===== config.mk =====
export PLATFORM = sky130hd
export DESIGN_NAME = mips_id
export DESIGN_NICKNAME = d
export VERILOG_FILES = /design/src/hdl/mips_id_pkg.sv /design/src/hdl/branch_issue_stage.sv /design/src/hdl/inst_decoder.sv /design/src/hdl/mips_id.sv /design/src/hdl/operand_forward.sv
export VERILOG_INCLUDE_DIRS = /design/src /design/src/hdl
export SDC_FILE = /design/constraint.sdc
export NUM_CORES = 1
export LEC_CHECK = 0
export BUFFER_PORTS_ARGS = -buffer_cell sky130_fd_sc_hd__buf_2
export CORE_MARGIN = 4
export CORE_UTILIZATION = 30
export CTS_CLUSTER_SIZE = 20
export DETAILED_ROUTE_END_ITERATION = 16
export GPL_TIMING_DRIVEN = 0
export PLACE_DENSITY = 0.64
export SYNTH_ARGS = -nofsm -noshare
export SYNTH_HDL_FRONTEND = slang
export SYNTH_SLANG_ARGS = --single-unit
export TNS_END_PERCENT = 10

===== constraint.sdc =====
create_clock -name clk -period 5.8 [get_ports clk]
set_input_delay 1.16 -clock clk [delete_from_list [all_inputs] [get_ports clk]]
set_output_delay 1.16 -clock clk [all_outputs]
set_load 0.05 [all_outputs]

===== src/hdl/mips_id_cfg.svh =====
`ifndef MIPS_ID_CFG_SVH
`define MIPS_ID_CFG_SVH

// datapath and address width
`define WORD_W 32

// 32 general registers
`define REG_ADDR_W 5

// return address register, written by jal, jalr default and the al branches
`define RA_REG 5'd31

// r0 is read as zero, so it is safe to address when nothing is needed
`define NOP_REG 5'd0

// bytes per instruction word
`define PC_STEP 32'd4

`endif


===== src/hdl/mips_id_pkg.sv =====
`include "mips_id_cfg.svh"

package mips_id_pkg;

	typedef logic [`WORD_W-1:0] word_t;
	typedef logic [`REG_ADDR_W-1:0] reg_addr_t;

	// result class for EX
	typedef enum logic [2:0] {
		res_nop         = 3'd0,
		res_logic       = 3'd1,
		res_shift       = 3'd2,
		res_math        = 3'd3,
		res_jump_branch = 3'd4
	} alusel_e;

	// subtype, upper nibble follows the class
	typedef enum logic [7:0] {
		alu_nop    = 8'h00,
		alu_and    = 8'h10,
		alu_or     = 8'h11,
		alu_xor    = 8'h12,
		alu_nor    = 8'h13,
		alu_sll    = 8'h20,
		alu_srl    = 8'h21,
		alu_sra    = 8'h22,
		alu_add    = 8'h30,
		alu_addu   = 8'h31,
		alu_sub    = 8'h32,
		alu_subu   = 8'h33,
		alu_slt    = 8'h34,
		alu_sltu   = 8'h35,
		alu_j      = 8'h40,
		alu_jal    = 8'h41,
		alu_jr     = 8'h42,
		alu_jalr   = 8'h43,
		alu_beq    = 8'h44,
		alu_bne    = 8'h45,
		alu_blez   = 8'h46,
		alu_bgtz   = 8'h47,
		alu_bltz   = 8'h48,
		alu_bgez   = 8'h49,
		alu_bltzal = 8'h4a,
		alu_bgezal = 8'h4b
	} aluop_e;

	// condition tested on the forwarded operands
	typedef enum logic [2:0] {
		br_none   = 3'd0,
		br_always = 3'd1,
		br_eq     = 3'd2,
		br_ne     = 3'd3,
		br_lez    = 3'd4,
		br_gtz    = 3'd5,
		br_ltz    = 3'd6,
		br_gez    = 3'd7
	} br_cond_e;

endpackage


===== src/hdl/branch_issue_stage.sv =====
`include "mips_id_cfg.svh"

module branch_issue_stage
	import mips_id_pkg::*;
(
	input  logic      clk,
	input  logic      reset_i,
	input  alusel_e   alusel_i,
	input  aluop_e    aluop_i,
	input  reg_addr_t waddr_i,
	input  logic      we_i,
	input  br_cond_e  br_cond_i,
	input  word_t     br_target_i,
	input  word_t     link_addr_i,
	input  word_t     op0_i,
	input  word_t     op1_i,
	input  logic      delay_slot_i,
	output alusel_e   alusel_o,
	output aluop_e    aluop_o,
	output word_t     reg1_o,
	output word_t     reg2_o,
	output reg_addr_t waddr_o,
	output logic      we_o,
	output logic      branch_flag_o,
	output word_t     branch_target_address_o,
	output word_t     link_addr_o,
	output logic      next_inst_in_delayslot_o,
	output logic      is_in_delayslot_o
);

	logic  taken;
	logic  reg_jump;
	logic  sign0;
	logic  zero0;
	word_t target;

	assign sign0    = op0_i[`WORD_W-1];
	assign zero0    = op0_i == '0;
	assign reg_jump = aluop_i == alu_jr || aluop_i == alu_jalr;

	always_comb begin
		case (br_cond_i)
			br_always: taken = 1'b1;
			br_eq:     taken = op0_i == op1_i;
			br_ne:     taken = op0_i != op1_i;
			br_lez:    taken = sign0 || zero0;
			br_gtz:    taken = !sign0 && !zero0;
			br_ltz:    taken = sign0;
			br_gez:    taken = !sign0;
			default:   taken = 1'b0;
		endcase
	end

	// jr/jalr jump to the forwarded rs value
	assign target = !taken ? '0 : (reg_jump ? op0_i : br_target_i);

	always_ff @(posedge clk) begin
		if (reset_i) begin
			alusel_o                 <= res_nop;
			aluop_o                  <= alu_nop;
			reg1_o                   <= '0;
			reg2_o                   <= '0;
			waddr_o                  <= '0;
			we_o                     <= 1'b0;
			branch_flag_o            <= 1'b0;
			branch_target_address_o  <= '0;
			link_addr_o              <= '0;
			next_inst_in_delayslot_o <= 1'b0;
			is_in_delayslot_o        <= 1'b0;
		end else begin
			alusel_o                 <= alusel_i;
			aluop_o                  <= aluop_i;
			reg1_o                   <= op0_i;
			reg2_o                   <= op1_i;
			waddr_o                  <= waddr_i;
			we_o                     <= we_i;
			branch_flag_o            <= taken;
			branch_target_address_o  <= target;
			link_addr_o              <= link_addr_i;
			next_inst_in_delayslot_o <= taken;   // the following word is the slot
			is_in_delayslot_o        <= delay_slot_i;
		end
	end

	a_flag_class: assert property (@(posedge clk) disable iff (reset_i)
		branch_flag_o |-> alusel_o == res_jump_branch)
		else $error("branch taken on a non jump class");

	a_we_class: assert property (@(posedge clk) disable iff (reset_i)
		we_o |-> alusel_o != res_nop)
		else $error("write enable on a nop class");

endmodule


===== src/hdl/inst_decoder.sv =====
`include "mips_id_cfg.svh"

module inst_decoder
	import mips_id_pkg::*;
(
	input  word_t            pc_i,
	input  word_t            inst_i,
	output logic [1:0]       rd_en_o,     // bit 0 rs and bit 1 rt
	output reg_addr_t [1:0]  rd_addr_o,
	output word_t            imm_o,
	output alusel_e          alusel_o,
	output aluop_e           aluop_o,
	output reg_addr_t        waddr_o,
	output logic             we_o,
	output br_cond_e         br_cond_o,
	output word_t            br_target_o,
	output word_t            link_addr_o
);

	localparam logic [5:0] opc_special = 6'h00;
	localparam logic [5:0] opc_regimm  = 6'h01;
	localparam logic [5:0] opc_j       = 6'h02;
	localparam logic [5:0] opc_jal     = 6'h03;
	localparam logic [5:0] opc_beq     = 6'h04;
	localparam logic [5:0] opc_bne     = 6'h05;
	localparam logic [5:0] opc_blez    = 6'h06;
	localparam logic [5:0] opc_bgtz    = 6'h07;
	localparam logic [5:0] opc_addi    = 6'h08;
	localparam logic [5:0] opc_addiu   = 6'h09;
	localparam logic [5:0] opc_slti    = 6'h0a;
	localparam logic [5:0] opc_sltiu   = 6'h0b;
	localparam logic [5:0] opc_andi    = 6'h0c;
	localparam logic [5:0] opc_ori     = 6'h0d;
	localparam logic [5:0] opc_xori    = 6'h0e;
	localparam logic [5:0] opc_lui     = 6'h0f;

	localparam logic [5:0] fn_sllv = 6'h04;
	localparam logic [5:0] fn_srlv = 6'h06;
	localparam logic [5:0] fn_srav = 6'h07;
	localparam logic [5:0] fn_jr   = 6'h08;
	localparam logic [5:0] fn_jalr = 6'h09;
	localparam logic [5:0] fn_add  = 6'h20;
	localparam logic [5:0] fn_addu = 6'h21;
	localparam logic [5:0] fn_sub  = 6'h22;
	localparam logic [5:0] fn_subu = 6'h23;
	localparam logic [5:0] fn_and  = 6'h24;
	localparam logic [5:0] fn_or   = 6'h25;
	localparam logic [5:0] fn_xor  = 6'h26;
	localparam logic [5:0] fn_nor  = 6'h27;
	localparam logic [5:0] fn_slt  = 6'h2a;
	localparam logic [5:0] fn_sltu = 6'h2b;

	localparam logic [4:0] rt_bltz   = 5'h00;
	localparam logic [4:0] rt_bgez   = 5'h01;
	localparam logic [4:0] rt_bltzal = 5'h10;
	localparam logic [4:0] rt_bgezal = 5'h11;

	logic [5:0]  op;
	reg_addr_t   rs;
	reg_addr_t   rt;
	reg_addr_t   rd;
	logic [4:0]  sa;
	logic [5:0]  funct;
	logic [15:0] imm16;
	word_t       pc_plus_4;
	word_t       pc_plus_8;
	word_t       branch_target;
	word_t       jump_target;
	aluop_e      shift_op;
	reg_addr_t   wr_addr;
	logic        const_shift;

	assign op    = inst_i[31:26];
	assign rs    = inst_i[25:21];
	assign rt    = inst_i[20:16];
	assign rd    = inst_i[15:11];
	assign sa    = inst_i[10:6];
	assign funct = inst_i[5:0];
	assign imm16 = inst_i[15:0];

	assign pc_plus_4     = pc_i + `PC_STEP;
	assign pc_plus_8     = pc_plus_4 + `PC_STEP;
	assign branch_target = pc_plus_4 + {{14{imm16[15]}}, imm16, 2'b00};
	assign jump_target   = {pc_plus_4[31:28], inst_i[25:0], 2'b00};

	// sll/srl/sra with rs zero and funct 00, 02 or 03
	assign const_shift = rs == 5'd0 && funct[5:2] == 4'b0000 && funct[1:0] != 2'b01;

	always_comb begin
		case (funct[1:0])
			2'b10:   shift_op = alu_srl;
			2'b11:   shift_op = alu_sra;
			default: shift_op = alu_sll;
		endcase
	end

	always_comb begin
		alusel_o    = res_nop;
		aluop_o     = alu_nop;
		we_o        = 1'b0;
		wr_addr     = rd;
		rd_en_o     = 2'b00;
		imm_o       = '0;
		br_cond_o   = br_none;
		br_target_o = '0;
		link_addr_o = '0;
		case (op)
			opc_special: begin
				if (const_shift) begin
					alusel_o = res_shift;
					aluop_o  = shift_op;
					we_o     = 1'b1;
					rd_en_o  = 2'b10;             // operand 0 carries sa
					imm_o    = {27'd0, sa};
				end else if (sa == 5'd0) begin
					case (funct)
						fn_and, fn_or, fn_xor, fn_nor: alusel_o = res_logic;
						fn_sllv, fn_srlv, fn_srav: alusel_o = res_shift;
						fn_jr, fn_jalr: alusel_o = res_jump_branch;
						fn_add, fn_addu, fn_sub, fn_subu, fn_slt, fn_sltu: alusel_o = res_math;
						default: alusel_o = res_nop;
					endcase
					case (funct)
						fn_and:  aluop_o = alu_and;
						fn_or:   aluop_o = alu_or;
						fn_xor:  aluop_o = alu_xor;
						fn_nor:  aluop_o = alu_nor;
						fn_add:  aluop_o = alu_add;
						fn_addu: aluop_o = alu_addu;
						fn_sub:  aluop_o = alu_sub;
						fn_subu: aluop_o = alu_subu;
						fn_slt:  aluop_o = alu_slt;
						fn_sltu: aluop_o = alu_sltu;
						fn_jr:   aluop_o = alu_jr;
						fn_jalr: aluop_o = alu_jalr;
						fn_sllv, fn_srlv, fn_srav: aluop_o = shift_op;
						default: aluop_o = alu_nop;
					endcase
					if (alusel_o != res_nop) begin
						we_o    = funct != fn_jr;
						rd_en_o = (alusel_o == res_jump_branch) ? 2'b01 : 2'b11;
					end
					if (alusel_o == res_jump_branch) begin
						br_cond_o = br_always;       // target is operand 0 in the issue stage
					end
					if (funct == fn_jalr) begin
						link_addr_o = pc_plus_8;
					end
				end
			end
			opc_regimm: begin
				if (rt == rt_bltz || rt == rt_bgez || rt == rt_bltzal || rt == rt_bgezal) begin
					alusel_o    = res_jump_branch;
					rd_en_o     = 2'b01;
					br_target_o = branch_target;
					br_cond_o   = rt[0] ? br_gez : br_ltz;
					if (rt[4]) begin
						aluop_o     = rt[0] ? alu_bgezal : alu_bltzal;
						we_o        = 1'b1;
						wr_addr     = `RA_REG;
						link_addr_o = pc_plus_8;
					end else begin
						aluop_o = rt[0] ? alu_bgez : alu_bltz;
					end
				end
			end
			opc_j, opc_jal: begin
				alusel_o    = res_jump_branch;
				aluop_o     = op[0] ? alu_jal : alu_j;
				br_cond_o   = br_always;
				br_target_o = jump_target;
				if (op[0]) begin
					we_o        = 1'b1;
					wr_addr     = `RA_REG;
					link_addr_o = pc_plus_8;
				end
			end
			opc_beq, opc_bne, opc_blez, opc_bgtz: begin
				alusel_o    = res_jump_branch;
				br_target_o = branch_target;
				case (op[1:0])
					2'b00: begin
						aluop_o   = alu_beq;
						br_cond_o = br_eq;
					end
					2'b01: begin
						aluop_o   = alu_bne;
						br_cond_o = br_ne;
					end
					2'b10: begin
						aluop_o   = alu_blez;
						br_cond_o = br_lez;
					end
					default: begin
						aluop_o   = alu_bgtz;
						br_cond_o = br_gtz;
					end
				endcase
				rd_en_o = op[1] ? 2'b01 : 2'b11;   // blez/bgtz compare with zero
			end
			opc_addi, opc_addiu, opc_slti, opc_sltiu: begin
				alusel_o = res_math;
				we_o     = 1'b1;
				wr_addr  = rt;
				rd_en_o  = 2'b01;
				imm_o    = {{16{imm16[15]}}, imm16};
				case (op[1:0])
					2'b00:   aluop_o = alu_add;
					2'b01:   aluop_o = alu_addu;
					2'b10:   aluop_o = alu_slt;
					default: aluop_o = alu_sltu;
				endcase
			end
			opc_andi, opc_ori, opc_xori: begin
				alusel_o = res_logic;
				we_o     = 1'b1;
				wr_addr  = rt;
				rd_en_o  = 2'b01;
				imm_o    = {16'd0, imm16};
				case (op[1:0])
					2'b00:   aluop_o = alu_and;
					2'b01:   aluop_o = alu_or;
					default: aluop_o = alu_xor;
				endcase
			end
			opc_lui: begin
				// both operands take the shifted constant
				alusel_o = res_logic;
				aluop_o  = alu_or;
				we_o     = 1'b1;
				wr_addr  = rt;
				imm_o    = {imm16, 16'd0};
			end
			default: begin
			end
		endcase
	end

	assign waddr_o      = we_o ? wr_addr : `NOP_REG;
	assign rd_addr_o[0] = rd_en_o[0] ? rs : `NOP_REG;
	assign rd_addr_o[1] = rd_en_o[1] ? rt : `NOP_REG;

endmodule


===== src/hdl/mips_id.sv =====
`include "mips_id_cfg.svh"

module mips_id
	import mips_id_pkg::*;
(
	input  logic      clk,
	input  logic      reset_i,

	// from IF and the register file
	input  word_t     pc_i,
	input  word_t     inst_i,
	input  word_t     reg1_data_i,
	input  word_t     reg2_data_i,

	// EX and MEM write back, for forwarding
	input  reg_addr_t ex_waddr_i,
	input  logic      ex_we_i,
	input  word_t     ex_wdata_i,
	input  reg_addr_t mem_waddr_i,
	input  logic      mem_we_i,
	input  word_t     mem_wdata_i,
	input  logic      is_in_delayslot_i,

	// register file read port, same cycle
	output logic      reg1_re_o,
	output logic      reg2_re_o,
	output reg_addr_t reg1_addr_o,
	output reg_addr_t reg2_addr_o,

	// to EX, registered
	output alusel_e   alusel_o,
	output aluop_e    aluop_o,
	output word_t     reg1_o,
	output word_t     reg2_o,
	output reg_addr_t waddr_o,
	output logic      we_o,
	output logic      next_inst_in_delayslot_o,
	output logic      branch_flag_o,
	output word_t     branch_target_address_o,
	output word_t     link_addr_o,
	output logic      is_in_delayslot_o
);

	logic [1:0]      rd_en;
	reg_addr_t [1:0] rd_addr;
	word_t           imm;
	alusel_e         alusel;
	aluop_e          aluop;
	reg_addr_t       waddr;
	logic            we;
	br_cond_e        br_cond;
	word_t           br_target;
	word_t           link_addr;
	word_t [1:0]     rf_data;
	word_t [1:0]     operand;

	assign rf_data     = {reg2_data_i, reg1_data_i};
	assign reg1_re_o   = rd_en[0];
	assign reg2_re_o   = rd_en[1];
	assign reg1_addr_o = rd_addr[0];
	assign reg2_addr_o = rd_addr[1];

	inst_decoder u_decoder (
		.pc_i        (pc_i),
		.inst_i      (inst_i),
		.rd_en_o     (rd_en),
		.rd_addr_o   (rd_addr),
		.imm_o       (imm),
		.alusel_o    (alusel),
		.aluop_o     (aluop),
		.waddr_o     (waddr),
		.we_o        (we),
		.br_cond_o   (br_cond),
		.br_target_o (br_target),
		.link_addr_o (link_addr)
	);

	for (genvar k = 0; k < 2; k++) begin : g_operand
		operand_forward u_forward (
			.rd_en_i     (rd_en[k]),
			.rd_addr_i   (rd_addr[k]),
			.imm_i       (imm),
			.rf_data_i   (rf_data[k]),
			.ex_we_i     (ex_we_i),
			.ex_waddr_i  (ex_waddr_i),
			.ex_wdata_i  (ex_wdata_i),
			.mem_we_i    (mem_we_i),
			.mem_waddr_i (mem_waddr_i),
			.mem_wdata_i (mem_wdata_i),
			.operand_o   (operand[k])
		);
	end

	branch_issue_stage u_issue (
		.clk                      (clk),
		.reset_i                  (reset_i),
		.alusel_i                 (alusel),
		.aluop_i                  (aluop),
		.waddr_i                  (waddr),
		.we_i                     (we),
		.br_cond_i                (br_cond),
		.br_target_i              (br_target),
		.link_addr_i              (link_addr),
		.op0_i                    (operand[0]),
		.op1_i                    (operand[1]),
		.delay_slot_i             (is_in_delayslot_i),
		.alusel_o                 (alusel_o),
		.aluop_o                  (aluop_o),
		.reg1_o                   (reg1_o),
		.reg2_o                   (reg2_o),
		.waddr_o                  (waddr_o),
		.we_o                     (we_o),
		.branch_flag_o            (branch_flag_o),
		.branch_target_address_o  (branch_target_address_o),
		.link_addr_o              (link_addr_o),
		.next_inst_in_delayslot_o (next_inst_in_delayslot_o),
		.is_in_delayslot_o        (is_in_delayslot_o)
	);

endmodule


===== src/hdl/operand_forward.sv =====
`include "mips_id_cfg.svh"

module operand_forward
	import mips_id_pkg::*;
(
	input  logic      rd_en_i,
	input  reg_addr_t rd_addr_i,
	input  word_t     imm_i,
	input  word_t     rf_data_i,
	input  logic      ex_we_i,
	input  reg_addr_t ex_waddr_i,
	input  word_t     ex_wdata_i,
	input  logic      mem_we_i,
	input  reg_addr_t mem_waddr_i,
	input  word_t     mem_wdata_i,
	output word_t     operand_o
);

	logic ex_hit;
	logic mem_hit;

	assign ex_hit  = ex_we_i && ex_waddr_i == rd_addr_i;
	assign mem_hit = mem_we_i && mem_waddr_i == rd_addr_i;

	always_comb begin
		if (!rd_en_i) begin
			operand_o = imm_i;
		end else if (ex_hit) begin
			operand_o = ex_wdata_i;      // youngest result first
		end else if (mem_hit) begin
			operand_o = mem_wdata_i;
		end else begin
			operand_o = rf_data_i;
		end
	end

endmodule


# == Word-level counts from Yosys, hierarchy flattened ==
# Memory sizes are Yosys's and may differ from the RTL's.
# Index checks and enable logic that the tools add are counted.
# word_totals
output_inout_bits,160
ff_bits,147
memories,1
mem_bits_ro,192
# mem_list
name,words,width,rd,rd_clocked_by_memory_dff,write_ports,line_no,text
(name not given),64,3,1,0,0,inst_decoder.sv:116,case (funct)
# classes
eq_ne,55
addsub,3
muxes,66
n_reduce_logical,33
bitwise_logic,2
# ops
op,n
$mux W32,14
$pmux W32 S3,2
$pmux W32 S4,1
$pmux W7 S13,1
$add A32 B3 Y32 const B,2
$eq A6 B4 Y1 const B,10
$eq A6 B6 Y1 const B,10
$pmux W8 S7,1
$eq A6 B3 Y1 const B,7
$add A32 B32 Y32,1
$eq A32 B32 Y1,1
$logic_not A32 Y1,1
$mux W8,4
$ne A32 B32 Y1,1
$mux W5,6
$mux W3,9
$eq A5 B5 Y1,4
$pmux W3 S3,2
$eq A8 B7 Y1 const B,2
$eq A3 B3 Y1 const B,5
$logic_not A5 Y1,3
$pmux W3 S5,1
$pmux W5 S3,1
$eq A6 B2 Y1 const B,2
other kinds (31),68

# == Longest topological paths before layout ==
# depth
word_depth,23
mapped_depth,20
depth_no_buf,20

# == Modules after synthesis ==
# Synthesis repeated with hierarchy kept, for this count alone.
# unflattened
hier_cells,1446
hier_area_um2,11962.7
# by_module_without_submodules
module,cells_per_inst,instances,area_each_um2
branch_issue_stage,424,1,4863.4
inst_decoder,700,1,4501.8
operand_forward,161,2,1298.7

# == Least setup slack after synthesis ==
# No wires, ideal clock.
# synth_timing
path_kind,input -> register
start,input inst_i[17]
end,register u_issue.branch_target_address_o[22]
stages,18
path_buffers,5
setup_time_ns,0.074
arrival_ns,5.077
slack_ns,0.649
required_ns,5.726
cell_sequence,clkbuf_1 or4b_1 a21o_1 nor2_2 nor2_1 clkbuf_1 inv_1 clkbuf_1 o41ai_1 a31oi_2 o21a_1 o211ai_1 nor4_1 nand4_1 or3_1 buf_6 buf_6 a31oi_1
# synth_between
elab_chain_cells,18
word_cells_on_any_way,52
classes_between,18 x eq/ne; 18 x mux; 1 x bitwise; 15 x reduce/logical
# synth_rtl
element,line_no,text
"start, declared",mips_id.sv:11,"input word_t inst_i,"
$eq A5 B1 Y1 or $logic_not A5 Y1 (tied branches),inst_decoder.sv:152,if (rt == rt_bltz || rt == rt_bgez || rt == rt_bltzal || rt == rt_bgezal) begin
$logic_or A1 B1 Y1 (2 in series),inst_decoder.sv:152,
$logic_or A1 B1 Y1 *,inst_decoder.sv:152,
$mux W1 *,inst_decoder.sv:152,
$pmux W2 S4 *,inst_decoder.sv:107,case (op)
named net reg1_re_o,mips_id.sv:25,"output logic reg1_re_o,"
$mux W5 (no line),--,
$eq A5 B5 Y1,operand_forward.sv:23,assign mem_hit = mem_we_i && mem_waddr_i == rd_addr_i;
(+2 left out),--,
$mux W32,operand_forward.sv:28,end else if (ex_hit) begin
$mux W32 *,operand_forward.sv:26,if (!rd_en_i) begin
$logic_not A32 Y1,branch_issue_stage.sv:38,assign zero0 = op0_i == '0;
$logic_not A1 Y1,branch_issue_stage.sv:47,br_gtz: taken = !sign0 && !zero0;
$logic_and A1 B1 Y1,branch_issue_stage.sv:47,
$pmux W1 S7,branch_issue_stage.sv:42,case (br_cond_i)
$not A1 Y1 (no line),--,
$reduce_or A2 Y1 (no line),--,
"end signal, assigned",branch_issue_stage.sv:78,branch_target_address_o <= target;
"end, declared",branch_issue_stage.sv:25,"output word_t branch_target_address_o,"
# Mark *: on every way through the listed nets, which the timed path passes. The rest lies on a longest branch.
# A chain may end at the register's enable or synchronous reset.

# == Final worst setup path ==
# layout_timing
start,input inst_i[9]
end,register u_issue.branch_target_address_o[19]
# layout_between
elab_chain_cells,16
word_cells_on_any_way,52
classes_between,1 x add/sub; 15 x eq/ne; 23 x mux; 1 x bitwise; 12 x reduce/logical
# layout_rtl
element,line_no,text
$logic_not A5 Y1,inst_decoder.sv:115,end else if (sa == 5'd0) begin
$mux W2,inst_decoder.sv:115,
$mux W2,inst_decoder.sv:109,if (const_shift) begin
$pmux W2 S4,inst_decoder.sv:107,
$mux W5 (no line),--,
$eq A5 B5 Y1,operand_forward.sv:23,
$logic_and A1 B1 Y1,operand_forward.sv:23,
$mux W32,operand_forward.sv:30,end else if (mem_hit) begin
$mux W32,operand_forward.sv:28,
$mux W32,operand_forward.sv:26,
$logic_not A32 Y1,branch_issue_stage.sv:38,
$logic_not A1 Y1,branch_issue_stage.sv:47,
$logic_and A1 B1 Y1,branch_issue_stage.sv:47,
$pmux W1 S7,branch_issue_stage.sv:42,
$not A1 Y1 (no line),--,
$reduce_or A2 Y1 (no line),--,
# Parallel ways exist; a longest one is shown, timed or not.

==> metrics <==
status=finished, violations left; violated checks=setup timing; Rows=69; Hold Crit Class=primary input to register; Reg clk slew, reported paths=70 ps; final cycle utilization of the critical path=100.0%; crit path cell chain=buf_2 -> nor4_4 -> buf_4 -> nand4_4 -> or4_4 -> a21oi_2 -> o21ai_2 -> or3_1 -> buf_6 -> buf_6 -> buf_2 -> o31ai_2 -> a21oi_4 -> xnor2_1 -> nor4_2 -> nand4_1 -> or3_4 -> buf_6 -> buf_6 -> a31oi_2; WP buf/inv=7; top_reg_cell synth=dfxtp_1; fin cells=around 2300; dpl ws=-1394 ps; CTS sink cnt=146; post-route setup slack=-1.120 ps; Ys Warns=0; RSZ-0062 raised after global routing=yes; Root Driver=clkbuf_16; FF+latch count, synth=146; Startpoint Class=primary input; gr ovfl total=0; Crit. End Element=register; Max-slew headroom=16.80%; crit path DAT=6150 ps; vias in the first global route=12678; min-delay src=is_in_delayslot_i; Layout area overhead=31.55%; Post-synth EDFFs=0; final hold vios=0; Mapped Area=10850 sq um; Avg Cell Area, Syn=between 7 and 8 sq um; WL/cell=25.75 um; Multi-input gate area=around 7500 sq um; Die Width=between 150 and 200 um; Routed Antenna Nets=0; f_max=about 170 MHz; hold path depth=2; hold endpoint=u_issue.is_in_delayslot_o; First-pass DRT Iterations=6; Crit Path Class=primary input to register; H-tree levels=4; Most common cell on crit path=buf_6; max incr delay on CP=620 ps; Max Slew Vio Count=0; CTS tree=done; Critical Path RT=between 6000 and 7000 ps; initial DRC count=between 1000 and 1500; die area=39260 sq um; Syn Inst Count=roughly 1400; Worst setup startpoint=inst_i[9]; TNS Setup=-1.120 ps; drt total wl=~58000 um; Synth top cells by count=156 x nor2_1, 146 x dfxtp_1, 91 x nand2_1, 78 x xnor2_1, 69 x a21oi_1; asr flop ratio synth=0%; post-DP HPWL=46630 um; Power Density=206.3 nW/um^2; Max Buffers Root-to-Sink=2; GPL Wtd Cong=about 1.0; Static Leak=6.312 nW; Core ar.=35660 sq um; port bufs=355; CP max stage cell=or4_4; Layout fillers=3719; register area=slightly below 3000 sq um; largest net degree at the start of global routing=21; CTS buffer count=17; fin util=40.01%; final worst path period need=5801 ps; Seq/Total Area, Yosys=26.95%; Via-to-Cell Ratio=5.782; count of cell types in the netlist=92; share of post-route cells with drive strength above 1=30.49%; share of the synthesized area in the top cell type=26.95%; count leader, synth=nor2_1; CP top delay family=simple AND/OR/NAND/NOR gates; Max Cap Viol=0; # IOs=367; DP Cell Count=2201; routed vias=13032; Synth area leader=dfxtp_1; crit path max fanout=10; Post-Syn Nets=between 1500 and 2000; gr usage total=between 20% and 30%; final setup fails=1; Post-Layout Inst Area=14270 sq um; fin nets=just over 2000; Initial Util=between 30 and 40%; global-route wire length before repair=81500 um; area of placed instances=13200 sq um; VDD IR max=around 0.00021 V; Synth area leaders=dfxtp_1 27%, xnor2_1 6.3%, nor2_1 5.4%; Die Y=198.1 um; DRC Markers=0; antenna violations before repair=4; Worst Tran Pin Value=1237 ps
## where the power goes
part	leakage [nW]	total (mW)	switching, mW	internal (mW)
Combinational	4.85	0.754	0.495	0.259
Clock	0.286	1.17	0.523	0.648
Sequential	1.18	1.02	0.00366	1.02
## final cells by class
type / instances / area share [%]
Multi-Input combinational cell: 1089 / 52.71
Sequential cell: 146 / 20.49
Timing Repair Buffer: 376 / 13.56
Tap cell: 461 / 4.043
Buffer: 90 / 3.403
Clock buffer: 17 / 2.982
Inverter: 59 / 1.552
Clock inverter: 14 / 1.228
Antenna cell: 2 / 0.03508
## worst max-delay path by stage
stage / end / slack (ps) / cells past startpoint
2_1_floorplan: u_issue.branch_target_address_o[22] / 650 / 18
3_3_place_gp: u_issue.branch_target_address_o[3] / -1400 / 17
3_5_place_dp: u_issue.branch_target_address_o[3] / -1390 / 18
4_1_cts: u_issue.branch_target_address_o[18] / 10 / 18
5_1_grt: u_issue.branch_target_address_o[12] / -60 / 20
6_report: u_issue.branch_target_address_o[19] / -1 / 20
## cell families after synthesis
group	Yosys count	synth area share, %
other cells	1	0.03458
xor+xnor	102	8.237
flops	146	26.95
compound gates	388	25.65
mux	37	3.738
buf+inv	150	6.276
fa+ha+maj	33	3.876
simple gates	528	25.24
## routing by layer
layer  share of wire [%]  global-route usage [%]  routed length (um)
met1                  40                   34.48               22970
met2                  45                   45.57               26210
met3                 9.7                   7.095                5628
met4                 5.5                   13.47                3196
met5               0.072                       0                  42
## through the flow
step | total power, mW | hold slack, ps
2_1_floorplan | 1.466 | 1272
3_5_place_dp | 1.755 | 1387
3_3_place_gp | 1.749 | 1383
4_1_cts | 2.942 | 907.5
6_report | 2.944 | 930.8
5_1_grt | 3.055 | 929.9
## cells in the final DEF, fill, tap and decap left out, types with 13 or more instances in the layout
cell,count
buf_2,371
nor2_1,150
dfxtp_1,146
nand2_1,90
xnor2_1,77
a21oi_1,65
inv_1,59
o21ai_0,45
a31oi_1,42
nand3_1,40
clkbuf_1,38
nor2b_1,35
ha_1,32
nor3_1,31
a221oi_1,31
and2_1,30
nand4_1,26
nor4_1,26
buf_4,25
xor2_1,24
and3_1,23
o31ai_1,23
a21o_1,22
mux2i_1,18
clkbuf_16,17
a222oi_1,16
clkbuf_2,15
a21oi_2,13
## registers in the layout, summed over array words and instances (netlist names)
signal	flops
u_issue.is_in_delayslot_o	1
u_issue.link_addr_o	32
u_issue.aluop_o	7
u_issue.we_o	1
u_issue.branch_target_address_o	32
u_issue.next_inst_in_delayslot_o	1
u_issue.reg1_o	32
u_issue.waddr_o	5
u_issue.reg2_o	32
u_issue.alusel_o	3
## repair_timing
action / in CTS / in global routing
endpoints found under the setup margin: 33 / 33
hold endpoints to repair: 0 / 0
hold buffers: 0 / 0
buffers inserted: 3 / 18
pin swaps: 5 / 11
resized for setup: 29 / 50
No activity file was read; power rests on OpenSTA's default activity.
